`src/hw/rv_mem_pkg.sv`:
```
package rv_mem_pkg;

    localparam int dmem_words        = 256;                   // doublewords in the data RAM.
    localparam int dmem_idx_bits     = $clog2(dmem_words);    // doubleword index width.
    localparam int dmem_data_bits    = 64;                    // one doubleword per RAM entry.
    localparam int dmem_strb_bits    = dmem_data_bits / 8;    // one strobe per byte lane.
    localparam int dmem_off_bits     = $clog2(dmem_strb_bits); // byte offset inside a word.
    localparam int dmem_addr_bits    = 64;                    // byte address width.
    localparam int dmem_read_latency = 2;                     // edges from accept to rvalid.

    // Memory opcodes of the execute bundle.
    typedef enum logic [3:0] {
        mem_none = 4'd0,
        mem_lb   = 4'd1,
        mem_lh   = 4'd2,
        mem_lw   = 4'd3,
        mem_ld   = 4'd4,
        mem_lbu  = 4'd5,
        mem_lhu  = 4'd6,
        mem_lwu  = 4'd7,
        mem_sb   = 4'd8,
        mem_sh   = 4'd9,
        mem_sw   = 4'd10,
        mem_sd   = 4'd11
    } mem_op_e;

    // One data RAM request, valid for a single cycle.
    typedef struct packed {
        logic                      en;    // request is present.
        logic                      we;    // store when set, load otherwise.
        logic [dmem_addr_bits-1:0] addr;  // doubleword aligned byte address.
        logic [dmem_data_bits-1:0] wdata; // store data already placed in its lanes.
        logic [dmem_strb_bits-1:0] wstrb; // byte lanes written by a store.
    } dmem_req_t;

endpackage

```
`src/hw/rv_pipe_pkg.sv`:
```
package rv_pipe_pkg;

    localparam int xlen          = 64; // integer data path width.
    localparam int reg_addr_bits = 5;  // 32 architectural registers.
    localparam int inst_bits     = 32; // instruction word width.

    // Write-back result source. Only the mem value has bit 1 set, which marks a load.
    typedef enum logic [2:0] {
        regin_none = 3'b000,
        regin_alu  = 3'b001,
        regin_mem  = 3'b010,
        regin_pc4  = 3'b100
    } regin_sel_e;

    typedef struct packed {
        logic [xlen-1:0]          pc;
        rv_mem_pkg::mem_op_e      mem_op;
        logic [xlen-1:0]          addr;       // effective byte address.
        logic [xlen-1:0]          store_data; // store value in its low bits.
        logic [xlen-1:0]          alu_out;
        logic                     reg_wen;
        logic [reg_addr_bits-1:0] rd_addr;
        regin_sel_e               regin_sel;
        logic [inst_bits-1:0]     inst;
        logic                     bubble;     // inserted nop, never writes a register.
    } ex_mem_bus_t;

    typedef struct packed {
        logic [xlen-1:0]          pc;
        logic [8:0]               rstrb;      // bit 8 is the signed flag, 7:0 the result lanes.
        logic [2:0]               shamt;      // byte offset of the load inside the word.
        logic [xlen-1:0]          alu_out;
        logic                     reg_wen;
        logic [reg_addr_bits-1:0] rd_addr;
        regin_sel_e               regin_sel;
        logic [inst_bits-1:0]     inst;
        logic                     bubble;
    } mem_wb_bus_t;

    typedef struct packed {
        logic [xlen-1:0]          pc;
        logic [reg_addr_bits-1:0] rd_addr;
        logic                     wen;
        logic [xlen-1:0]          wdata;
        logic [inst_bits-1:0]     inst;
    } wb_commit_t;

endpackage

```
`src/hw/mem_stage.sv`:
```
`timescale 1ns/10ps

module mem_stage import rv_mem_pkg::*; import rv_pipe_pkg::*; (
    input  logic        I_sys_clk,
    input  logic        I_rst,
    input  logic        ex_mem_valid,
    output logic        ex_mem_allowin,
    input  ex_mem_bus_t ex_mem_bus,
    output logic        mem_wb_valid,
    input  logic        mem_wb_allowin,
    output mem_wb_bus_t mem_wb_bus,
    output dmem_req_t   dmem_req
);

    logic        valid_q;
    ex_mem_bus_t bus_q;
    logic        leave;
    logic        is_load;
    logic        is_store;
    logic        ld_signed;
    logic [7:0]  size_mask;
    logic [2:0]  byte_off;
    logic [7:0]  lane_strb;
    logic [xlen-1:0] store_lanes;

    assign leave          = valid_q && mem_wb_allowin;   // the held item moves on this cycle.
    assign ex_mem_allowin = !valid_q || mem_wb_allowin;
    assign mem_wb_valid   = valid_q;

    always_ff @(posedge I_sys_clk) begin
        if (I_rst) begin
            valid_q <= 1'b0;
        end else if (ex_mem_allowin) begin
            valid_q <= ex_mem_valid;
        end
    end

    always_ff @(posedge I_sys_clk) begin
        if (ex_mem_valid && ex_mem_allowin) begin
            bus_q <= ex_mem_bus;
        end
    end

    assign is_load   = bus_q.mem_op inside {mem_lb, mem_lh, mem_lw, mem_ld,
                                            mem_lbu, mem_lhu, mem_lwu};
    assign is_store  = bus_q.mem_op inside {mem_sb, mem_sh, mem_sw, mem_sd};
    assign ld_signed = bus_q.mem_op inside {mem_lb, mem_lh, mem_lw};

    always_comb begin
        case (bus_q.mem_op)
            mem_lb, mem_lbu, mem_sb: size_mask = 8'h01;
            mem_lh, mem_lhu, mem_sh: size_mask = 8'h03;
            mem_lw, mem_lwu, mem_sw: size_mask = 8'h0f;
            mem_ld, mem_sd:          size_mask = 8'hff;
            default:                 size_mask = 8'h00;
        endcase
    end

    // A wider access clears the low offset bits, so misaligned addresses round down.
    assign byte_off  = bus_q.addr[2:0] & ~{size_mask[4], size_mask[2], size_mask[1]};
    assign lane_strb = size_mask << byte_off;

    always_comb begin
        case (size_mask)
            8'h01:   store_lanes = {8{bus_q.store_data[7:0]}};
            8'h03:   store_lanes = {4{bus_q.store_data[15:0]}};
            8'h0f:   store_lanes = {2{bus_q.store_data[31:0]}};
            default: store_lanes = bus_q.store_data;
        endcase
    end

    always_comb begin
        mem_wb_bus.pc        = bus_q.pc;
        mem_wb_bus.rstrb     = is_load ? {ld_signed, size_mask} : 9'h000; // lanes of the result.
        mem_wb_bus.shamt     = byte_off;
        mem_wb_bus.alu_out   = bus_q.alu_out;
        mem_wb_bus.reg_wen   = bus_q.reg_wen;
        mem_wb_bus.rd_addr   = bus_q.rd_addr;
        mem_wb_bus.regin_sel = bus_q.regin_sel;
        mem_wb_bus.inst      = bus_q.inst;
        mem_wb_bus.bubble    = bus_q.bubble;
    end

    always_comb begin
        dmem_req.en    = leave && (is_load || is_store); // sent once, on the transfer cycle.
        dmem_req.we    = is_store;
        dmem_req.addr  = {bus_q.addr[xlen-1:3], 3'b000};
        dmem_req.wdata = store_lanes;
        dmem_req.wstrb = is_store ? lane_strb : 8'h00;
    end

endmodule

```
`config.mk`:
```
export PLATFORM = sky130hd
export DESIGN_NAME = mem_stage
export DESIGN_NICKNAME = d
export VERILOG_FILES = /design/src/hw/rv_mem_pkg.sv /design/src/hw/rv_pipe_pkg.sv /design/src/hw/mem_stage.sv
export SDC_FILE = /design/constraint.sdc
export NUM_CORES = 1
export LEC_CHECK = 0
export BUFFER_PORTS_ARGS = -buffer_cell sky130_fd_sc_hd__buf_2
export CAP_MARGIN = 20
export CORE_AREA = 2 2 248 250
export CTS_CLUSTER_SIZE = 28
export DETAILED_ROUTE_END_ITERATION = 8
export DIE_AREA = 0 0 250 252
export PLACE_DENSITY_LB_ADDON = 0.15
export SLEW_MARGIN = 5
export SYNTH_ARGS = -nofsm -noshare
export SYNTH_HDL_FRONTEND = slang
export SYNTH_SLANG_ARGS = --single-unit
```
`constraint.sdc`:
```
create_clock -name I_sys_clk -period 6.4 [get_ports I_sys_clk]
set_input_delay 0.64 -clock I_sys_clk [delete_from_list [all_inputs] [get_ports I_sys_clk]]
set_output_delay 0.64 -clock I_sys_clk [all_outputs]
set_load 0.02 [all_outputs]
```
### Word level (Yosys, flattened, before mapping)

Memory sizes are Yosys's and may differ from the RTL's. A register that Yosys moved wholly into a read port is not among the register bits.
Cells that the tools add are included.

* register bits after elaboration: 303
* bits in latches: 0
* bits in writable memories: 0
* ROM bits: 128
* bits of input ports: 306
* memories: 1

Memories
* (name not given): words 16, bits a word 8, read ports 1, clocked after Yosys merged registers in 1, write ports 0, line mem_stage.sv:50 `case (bus_q.mem_op)`

* $add $sub $neg: 0
* multiply operators: 0
* divide/modulo/power cells: 0
* magnitude comparators: 0
* eq/ne operators: 14
* shifts and indexed selects: 1
* mux-type cells: 4
* bitwise operators: 2
* reduce and logical (&&, ||, !) cells: 9

Operators with widths (number)
* $pmux W64 S3: 1
* $eq A4 B3 Y1 const B: 4
* $eq A4 B4 Y1 const B: 4
* $mux W9: 1
* $eq A4 B2 Y1 const B: 2
* $eq A8 B1 Y1 const B: 1
* $eq A8 B2 Y1 const B: 1
* $eq A8 B4 Y1 const B: 1
* $mux W8: 1
* $shl A8 B3 Y8: 1
* $reduce_bool A7 Y1: 1
* $eq A4 B1 Y1 const B: 1
* $mux W4: 1
* $reduce_bool A4 Y1: 1
* $and A3 B3 Y3: 1
* $logic_and A1 B1 Y1: 3
* $not A3 Y3: 1
* $reduce_bool A3 Y1: 1
* $logic_or A1 B1 Y1: 2
* $logic_not A1 Y1: 1

### Longest topological paths before layout

Gate-level depths: netlist (run 1).

* word-level depth: 4
* gate-level depth with buffers: 9
* gate-level depth less buffers: 8

### Least setup slack after synthesis (run 1)

No wires, ideal clock.

* path kind: input-to-reg
* start: input port mem_wb_allowin
* end: register, netlist name size_mask[1]
* data arrival time: 5.957 ns
* data required time: 6.304 ns
* path slack: 0.347 ns
* stages: 8
* cells stage by stage: nand2b_2 > nand2_1 > inv_1 > buf_2 > a21oi_1 > ha_1 > and3_1 > o32ai_1

* word-level cells in the longest chain between the ends: 3

Ends and longest elaborated chain
* start, declared: line mem_stage.sv:10 `input logic mem_wb_allowin,`
* $logic_or A1 B1 Y1: line mem_stage.sv:27 `assign ex_mem_allowin = !valid_q || mem_wb_allowin;`
* $logic_and A1 B1 Y1: line mem_stage.sv:39 `if (ex_mem_valid && ex_mem_allowin) begin`
* $mux W4 (no line)

No other way between the ends.
A chain may end at the register's enable or synchronous reset.

==> impl_metrics.json, run 1 <==
{
  "p_int_w": 0.00395,
  "fmax_mhz": 230,
  "cts_max_path_buffers": 3,
  "insertion_delay_ns": 0.55,
  "ys_top_cells_by_area": "edfxtp_1 71%, buf_4 15%, mux2_2 2.2%",
  "drcViolationCount": 0,
  "grt_overflow": 0,
  "worst-setup-path-type": "reg2out",
  "synth_top_area_share_pct": 71.2,
  "syn_area_sq_mm": 0.0127,
  "finalMaxSlewViolations": 0,
  "fill_cells": 6312,
  "ys.flop_type": "edfxtp_1",
  "finalCritPeriodShare_pct": 67.9,
  "areaGrowthSynthToFinish_pct": 27.2,
  "async_reset_ff_share_pct": 0,
  "coreArea_sq_mm": 0.0601,
  "max_cap_violations": 0,
  "avgSynthCellArea_sq_um": 15.6,
  "vdd_drop_max_mv": 0.220,
  "nets": 1531,
  "combPwrFrac_pct": 15.0,
  "cp-start-kind": "register",
  "cp-startpoint": "size_mask[0]$_DFF_P_",
  "cts_tree": "yes",
  "first_global_vias": 8238,
  "finalSetupViolations": 0,
  "max_slew_margin_pct": 24.7,
  "syn_inst": 817,
  "worstRegToRegCells": 4,
  "r2r_end": "mem_wb_bus[150]$_DFFE_PN_",
  "period_minus_slack_ns": 4.35,
  "cts.sinks": 307,
  "gp_congestion": 0.776,
  "cp-end-kind": "output port",
  "grt.total_usage_pct": 11.8,
  "grt_max_degree": 170,
  "antenna_found_initial": 8,
  "wl_per_cell_um": 19.1,
  "drtPass1Iterations": 5,
  "synthTopCellsByCount": "302 x edfxtp_1, 249 x buf_4, 41 x a21oi_1, 40 x nand2_1, 25 x mux2_2",
  "post-cts-setup-buffers": 0,
  "cp_max_fo": 18,
  "outcome": "finished clean",
  "synth-edff-count": 302,
  "drt_wl_total_mm": 38.8,
  "dieHeight_um": 252,
  "p_sw_share_pct": 26.9,
  "hold_path_class": "in2reg",
  "r2r_setup_slack_ns": 3.93,
  "timing.hold.ws_ns": 0.258,
  "io_buffers": 624,
  "drive_above_1_share_pct": 57.6,
  "ys_warn_count": 0,
  "numCtsBuffers": 39,
  "r2r-start": "mem_wb_valid$_SDFFE_PP0N_",
  "die_w_um": 250,
  "arrival_ns": 3.71,
  "worst_pin_slew_ns": 1.13,
  "power_switching_w": 0.00145,
  "synth.distinct_cells": 39,
  "die-area_sq_mm": 0.0630,
  "hold_end": "mem_wb_valid$_SDFFE_PP0N_",
  "tns_ns": 0,
  "synth_seq_cells": 307,
  "vias": 7674,
  "postPlaceCellArea_sq_mm": 0.0149,
  "required_ns": 5.76,
  "rows": 90,
  "rsz0062_at_grt": "false",
  "whs_path_depth": 2,
  "synth_top_area_cell": "edfxtp_1",
  "antenna_left": 0,
  "drt_iter0_drc": 364,
  "hold_buffers": 0,
  "finClkSkew_ns": 0.0154,
  "via_per_inst": 3.77,
  "h-tree-depth": 2,
  "ios": 628,
  "power_density_mw_per_mm2": 333,
  "final_area_sq_mm": 0.0162,
  "yosysMostFrequentCell": "edfxtp_1",
  "clkTransAtPathRegs_ns": 0.06,
  "ys_seq_area_share_pct": 72.0,
  "clkPwrFrac_pct": 40.5,
  "cts_resized": 0,
  "clock-root-buffer": "clkbuf_16",
  "p_leak_nw": 6.78,
  "final-hold-violation-count": 0,
  "grt_pass1_wl_mm": 54.7,
  "seq_power_share_pct": 44.6,
  "start_util_pct": 21.2,
  "holdCritStartpoint": "I_rst",
  "dp_hpwl_mm": 29.6
}
cells by family (layout without fill, tap and decap cells):
family | after synthesis | in the layout | share of synthesized area [%]
compound gates | 90 | 90 | 4.55
buf+inv | 280 | 712 | 15.9
flops | 307 | 307 | 72.0
mux | 35 | 35 | 3.00
other cells | 1 | 4 | 0.0294
fa+ha+maj | 4 | 4 | 0.393
simple gates | 100 | 100 | 4.14
area by class of cell:
class / instances / area, sq um / share of cell area (%)
antenna: 1 / 2.50 / 0.0154
clock buffer: 48 / 1030 / 6.37
clock inverter: 23 / 240 / 1.48
inverter: 12 / 52.6 / 0.324
multi-input combinational: 232 / 1550 / 9.56
sequential: 307 / 9170 / 56.6
tap: 782 / 978 / 6.04
timing repair buffer: 629 / 3170 / 19.6
power groups by stage:
stage | clock (W) | sequential [W] | combinational [W]
6_report | 0.00218 | 0.00240 | 0.000808
5_1_grt | 0.00236 | 0.00242 | 0.000868
4_1_cts | 0.00229 | 0.00241 | 0.000823
3_5_place_dp | 0 | 0.00245 | 0.000822
3_3_place_gp | 0 | 0.00245 | 0.000825
2_1_floorplan | 0 | 0.00244 | 0.000593
cell usage in the layout, fill, tap and decap left out, drive strengths merged:
cell,count
nand4,1
a221o,16
conb,3
clkinvlp,2
o31ai,2
mux2i,10
nor2,21
o21ai,10
buf,629
a21oi,41
nor3b,3
o22ai,9
mux2,25
nand3,1
clkinv,15
o32ai,2
a221oi,1
and3,3
o21a,1
nand3b,8
ha,4
nor3,6
a211oi,1
clkbuf,48
nand2,43
inv,14
nand2b,8
nor2b,1
o211a,1
dfxtp,5
and2,5
a31oi,3
bufinv,4
edfxtp,302
a21o,3
diode,1
worst max-delay path by stage:
stage | to
finish | dmem_req[19]
global route | dmem_req[17]
CTS | dmem_req[19]
detailed placement | dmem_req[19]
global placement | dmem_req[19]
floorplan | size_mask[1]$_DFF_P_
layer usage:
layer | global-route usage (%) | vias to the layer above | part of all wire (%)
met1 | 12.5 | 3643 | 36
met4 | 3.66 | 10 | 2.3
met5 | 0 | - | 0.17
li1 | - | 3543 | -
met2 | 20.9 | 410 | 51
met3 | 5.39 | 68 | 10
registers in the layout (all words and copies together), names as in the netlist:
signal	count
mem_wb_valid	1
size_mask	4
bus_q	71
mem_wb_bus	170
dmem_req	61
per-stage QoR:
stage               instances  utilization [%]  power (W)  worst slack (ns)
floorplan                 819                -    0.00304             0.347
CTS                      2033             26.9    0.00552              1.92
global placement         1962             24.8    0.00327              2.49
detailed placement       1962             24.8    0.00327              2.55
global route             2034             26.9    0.00564              1.79
finish                   2034             26.9    0.00540              2.05
worst max-delay path, cell delays in order (launching register included):
cell and delay, ns:
dfxtp_1 0.44, nor2b_2 0.81, nand2b_1 0.84, nor2_8 0.51
mux2_2 0.38, buf_2 0.16
(Power assumes the default switching activity.)
==> run 2: changes to the inputs <==
CORE_AREA = 2 2 245 247   (was 2 2 248 250)
DIE_AREA = 0 0 247 249   (was 0 0 250 252)
clock period = 3.6 ns   (was 6.4 ns; I/O delays follow)
==> impl_metrics.json, run 2 (synthesis gave the netlist of run 1 again) <==
{
  "ios": 628,
  "first_global_vias": 9743,
  "r2r_end": "size_mask[1]$_DFF_P_",
  "numCtsBuffers": 39,
  "largest_reg_flops": 170,
  "start_util_pct": 21.7,
  "dp_hpwl_mm": 31.0,
  "insertion_delay_ns": 0.56,
  "grt_pass1_wl_mm": 60.1,
  "p_leak_nw": 8.04,
  "cts.sinks": 307,
  "via_per_inst": 3.83,
  "cp-start-kind": "register",
  "cp-startpoint": "size_mask[0]$_DFF_P_",
  "r2r_setup_slack_ns": 1.31,
  "arrival_ns": 2.83,
  "dieHeight_um": 249,
  "max_slew_margin_pct": 40.5,
  "cts_max_path_buffers": 3,
  "worst_pin_slew_ns": 0.892,
  "outcome": "finished clean",
  "wl_per_cell_um": 17.9,
  "antenna_left": 0,
  "vdd_drop_max_mv": 0.372,
  "rsz0062_at_grt": "false",
  "tns_ns": 0,
  "grt.total_usage_pct": 13.1,
  "fmax_mhz": 313,
  "drive_above_1_share_pct": 46.4,
  "final-hold-violation-count": 0,
  "areaGrowthSynthToFinish_pct": 50.7,
  "cp-endpoint": "dmem_req[44]",
  "nets": 1833,
  "final_core_util_pct": 32.7,
  "required_ns": 3.24,
  "finClkSkew_ns": 0.0240,
  "cts_tree": "yes",
  "finalSetupViolations": 0,
  "cp_max_fo": 17,
  "power_density_mw_per_mm2": 515,
  "rows": 89,
  "r2r-start": "mem_wb_valid$_SDFFE_PP0N_",
  "final_cell_mix": "624 x buf_2, 302 x edfxtp_1, 297 x dlygate4sd3_1, 41 x a21oi_1, 40 x nand2_1",
  "drcViolationCount": 0,
  "coreArea_sq_mm": 0.0587,
  "finalCritPeriodShare_pct": 88.6,
  "post-cts-setup-buffers": 0,
  "vias": 8918,
  "die-area_sq_mm": 0.0615,
  "n_antenna_cell": 0,
  "h-tree-depth": 2,
  "grt_max_degree": 98,
  "clkTransAtPathRegs_ns": 0.05,
  "timing.hold.ws_ns": 0.0412,
  "drt_iter0_drc": 351,
  "period_minus_slack_ns": 3.19,
  "die_w_um": 247,
  "drtPass1Iterations": 4,
  "worst-setup-path-type": "reg2out",
  "gp_congestion": 0.808,
  "grt_overflow": 0,
  "final_common_cell": "buf_2",
  "worstRegToRegCells": 7,
  "antenna_found_initial": 7,
  "io_buffers": 624,
  "cp-end-kind": "output port",
  "clock-root-buffer": "clkbuf_16",
  "max_cap_violations": 0,
  "finalMaxSlewViolations": 0,
  "hold_path_class": "in2reg",
  "drt_wl_total_mm": 41.7
}
## run 2: cell types whose count changed in the layout (fill, tap and decap cells not counted), moves of 2 or more
cell           before  now
clkinvlp_4          2    0
buf_4               4    8
clkbuf_1            8   10
dlygate4sd3_1       0  297
clkinv_1            7   10
clkinv_2            5    2
## run 2: through the flow
stage               area [sq um]  instances  setup slack (ns)  total power (W)
finish                     19200       2326             0.409          0.00987
global route               19200       2326             0.238           0.0103
CTS                        19200       2326             0.369           0.0101
detailed placement         15000       1958             0.973          0.00583
global placement           15000       1958              1.05          0.00583
floorplan                  12700        819             0.241          0.00538
## run 2: layout make-up
cell class / instances / area, sq um
inverters: 12 / 52.6
well taps: 773 / 967
repair buffers: 931 / 6200
multi-input cells: 232 / 1550
clock inverters: 21 / 226
fillers: 5846 / 39500
flip-flops and latches: 307 / 9170
clock buffers: 50 / 1030
## run 2: metal layers
| metal | global-route usage [%] | up-vias | wire (um) |
|---|---|---|---|
| met5 | 0 | - | 89 |
| met4 | 5.23 | 14 | 1420 |
| met3 | 4.89 | 87 | 4060 |
| met2 | 23.4 | 418 | 21300 |
| met1 | 13.8 | 4251 | 14900 |
| li1 | - | 4148 | - |
## run 2: what timing repair did
action	CTS	global route
hold buffers	297	0
gates resized for setup	0	0
hold endpoints to repair	297	0
## run 2: worst min-delay path by stage
stage / slack, ns / cells after the start / to / from
after CTS: 0.005 / 1 / bus_q[144]$_DFFE_PN_ / ex_mem_bus[144]
after detailed placement: 0.54 / 2 / mem_wb_valid$_SDFFE_PP0N_ / I_rst
after global placement: 0.54 / 1 / mem_wb_bus[127]$_DFFE_PN_ / ex_mem_bus[247]
final: 0.04 / 1 / bus_q[163]$_DFFE_PN_ / ex_mem_bus[163]
after floorplan: 0.43 / 1 / mem_wb_valid$_SDFFE_PP0N_ / I_rst
after global routing: 0.01 / 1 / bus_q[144]$_DFFE_PN_ / ex_mem_bus[144]
## run 2: critical path, stage by stage (launching register included)
cell and delay [ns]:
dfxtp_1 0.46, nor2b_2 0.43, and2_1 0.77, nor2_8 0.14
mux2_2 0.32, buf_2 0.16
## run 2: power by group
| part | leakage (nW) | switching (W) | total (W) | internal, W |
|---|---|---|---|---|
| Sequential | 2.96 | 0.0000920 | 0.00428 | 0.00419 |
| Combinational | 4.47 | 0.00101 | 0.00172 | 0.000712 |
| Clock | 0.607 | 0.00156 | 0.00387 | 0.00231 |
==> run 3: changes to the inputs <==
clock period = 4.1 ns   (was 3.6 ns; I/O delays follow)
==> impl_metrics.json, run 3 (synthesis gave the netlist of run 1 again) <==
{
  "worst_pin_slew_ns": 0.870,
  "numCtsBuffers": 39,
  "fin_cells": 2244,
  "antenna_found_initial": 9,
  "vdd_drop_max_mv": 0.329,
  "holdCritStartpoint": "ex_mem_bus[102]",
  "cts_tree": "yes",
  "ios": 628,
  "cts_max_path_buffers": 3,
  "grt_max_degree": 121,
  "grt_pass1_wl_mm": 58.4,
  "cp_top_family": "simple AND/OR/NAND/NOR gates",
  "final-hold-violation-count": 0,
  "finalPower_w": 0.00853,
  "drt_wl_total_mm": 40.5,
  "finalCritPeriodShare_pct": 78.0,
  "finalSetupViolations": 0,
  "gp_congestion": 0.769,
  "outcome": "finished clean",
  "via_per_inst": 3.79,
  "postPlaceCellArea_sq_mm": 0.0149,
  "r2r_end": "dmem_req[77]$_DFFE_PN_",
  "p_leak_nw": 7.68,
  "clkTransAtPathRegs_ns": 0.06,
  "r2r_setup_slack_ns": 1.74,
  "fmax_mhz": 313,
  "grt.total_usage_pct": 12.8,
  "grt_overflow": 0,
  "crit_path_max_incr_delay_ns": 0.73,
  "die-area_sq_mm": 0.0615,
  "drcViolationCount": 0,
  "fill_cells": 5952,
  "dieHeight_um": 249,
  "hold_path_class": "in2reg",
  "cp_max_fo": 18,
  "final_cell_mix": "624 x buf_2, 302 x edfxtp_1, 215 x dlygate4sd3_1, 41 x a21oi_1",
  "rows": 89,
  "nets": 1748,
  "required_ns": 3.69,
  "final_area_sq_mm": 0.0183,
  "h-tree-depth": 2,
  "cp-end-kind": "output port",
  "cp-endpoint": "dmem_req[44]",
  "period_minus_slack_ns": 3.20,
  "areaGrowthSynthToFinish_pct": 44.0,
  "max_cap_violations": 0,
  "largest_reg_flops": 170,
  "clock-root-buffer": "clkbuf_16",
  "vias": 8511,
  "crit_cells": 6,
  "die_w_um": 247,
  "dp_hpwl_mm": 29.9,
  "finalMaxSlewViolations": 0,
  "cts_resized": 0,
  "drtPass1Iterations": 4,
  "final_core_util_pct": 31.2,
  "antenna_left": 0,
  "post-cts-setup-buffers": 0,
  "max_slew_margin_pct": 42.0,
  "rsz0062_at_grt": "false",
  "worstPathCellList": "nor2b_2, buf_4, and2_1, nor2_8, mux2_2, buf_2",
  "cp-start-kind": "register",
  "insertion_delay_ns": 0.55,
  "path_buf_inv": 2,
  "finClkSkew_ns": 0.0164,
  "worst-setup-path-type": "reg2out",
  "final_common_cell": "buf_2",
  "drt_iter0_drc": 416,
  "cts.sinks": 307,
  "drive_above_1_share_pct": 49.3,
  "cp_slowest_cell": "and2_1",
  "power_density_mw_per_mm2": 465,
  "coreArea_sq_mm": 0.0587,
  "arrival_ns": 2.79,
  "worstRegToRegCells": 4,
  "numPlacedInstances": 1955,
  "wl_per_cell_um": 18.0,
  "tns_ns": 0,
  "first_global_vias": 9179,
  "io_buffers": 624,
  "r2r-start": "mem_wb_valid$_SDFFE_PP0N_",
  "start_util_pct": 21.7,
  "cp-startpoint": "size_mask[0]$_DFF_P_"
}
[run 3: cell types whose count changed in the layout (fill, tap and decap cells not counted), sizes merged]
cell         before  now
buf             634  631
bufinv            4    3
clkbuf           50   43
clkinv           15   22
clkinvlp          0    1
diode             0    3
dlygate4sd3     297  215
[run 3: what timing repair did]
item                                    CTS  global route
hold buffers                            215             0
endpoints found under the setup margin    0             0
hold endpoints to repair                215             0
[run 3: power breakdown]
| part | total, W | switching [W] | internal [W] |
|---|---|---|---|
| clock | 0.00333 | 0.00136 | 0.00197 |
| combinational | 0.00144 | 0.000872 | 0.000571 |
| sequential | 0.00375 | 0.0000778 | 0.00368 |
| total | 0.00853 | 0.00231 | 0.00622 |
[run 3: worst min-delay path by stage]
| stage | to | slack, ns | depth (start not counted) |
|---|---|---|---|
| 5_1_grt | mem_wb_bus[102]$_DFFE_PN_ | 0.007 | 1 |
| 3_5_place_dp | mem_wb_valid$_SDFFE_PP0N_ | 0.58 | 2 |
| 6_report | mem_wb_bus[102]$_DFFE_PN_ | 0.05 | 1 |
| 2_1_floorplan | mem_wb_valid$_SDFFE_PP0N_ | 0.48 | 1 |
| 3_3_place_gp | mem_wb_valid$_SDFFE_PP0N_ | 0.54 | 2 |
| 4_1_cts | bus_q[169]$_DFFE_PN_ | 0.00002 | 1 |
[run 3: metrics by stage]
| step | hold slack [ns] | worst slack, ns |
|---|---|---|
| 5_1_grt | 0.00678 | 0.686 |
| 3_3_place_gp | 0.542 | 1.50 |
| 2_1_floorplan | 0.479 | 0.0441 |
| 4_1_cts | 0.0000220 | 0.814 |
| 3_5_place_dp | 0.578 | 1.44 |
| 6_report | 0.0463 | 0.903 |
[run 3: cell type report]
cell class	count	area [sq um]	area share (%)
multi-input cells	232	1550	8.45
well taps	773	967	5.28
diodes	3	7.51	0.0409
inverters	12	52.6	0.287
flip-flops and latches	307	9170	50.0
repair buffers	846	5350	29.2
clock inverters	28	223	1.21
clock buffers	43	1010	5.52
[run 3: worst reg2reg max path, stage by stage, from the launching register on]
cell,delay [ns]
dfxtp_1,0.32
nand2b_2,0.13
nand2_1,0.24
inv_8,0.55
buf_12,0.51
[run 3: per-layer routing]
layer | up-vias | track usage, % | routed length, um
met5 | - | 0 | 41
met1 | 4036 | 13.8 | 14700
met4 | 6 | 4.13 | 891
li1 | 3971 | - | -
met2 | 433 | 22.7 | 20800
met3 | 65 | 4.91 | 4040
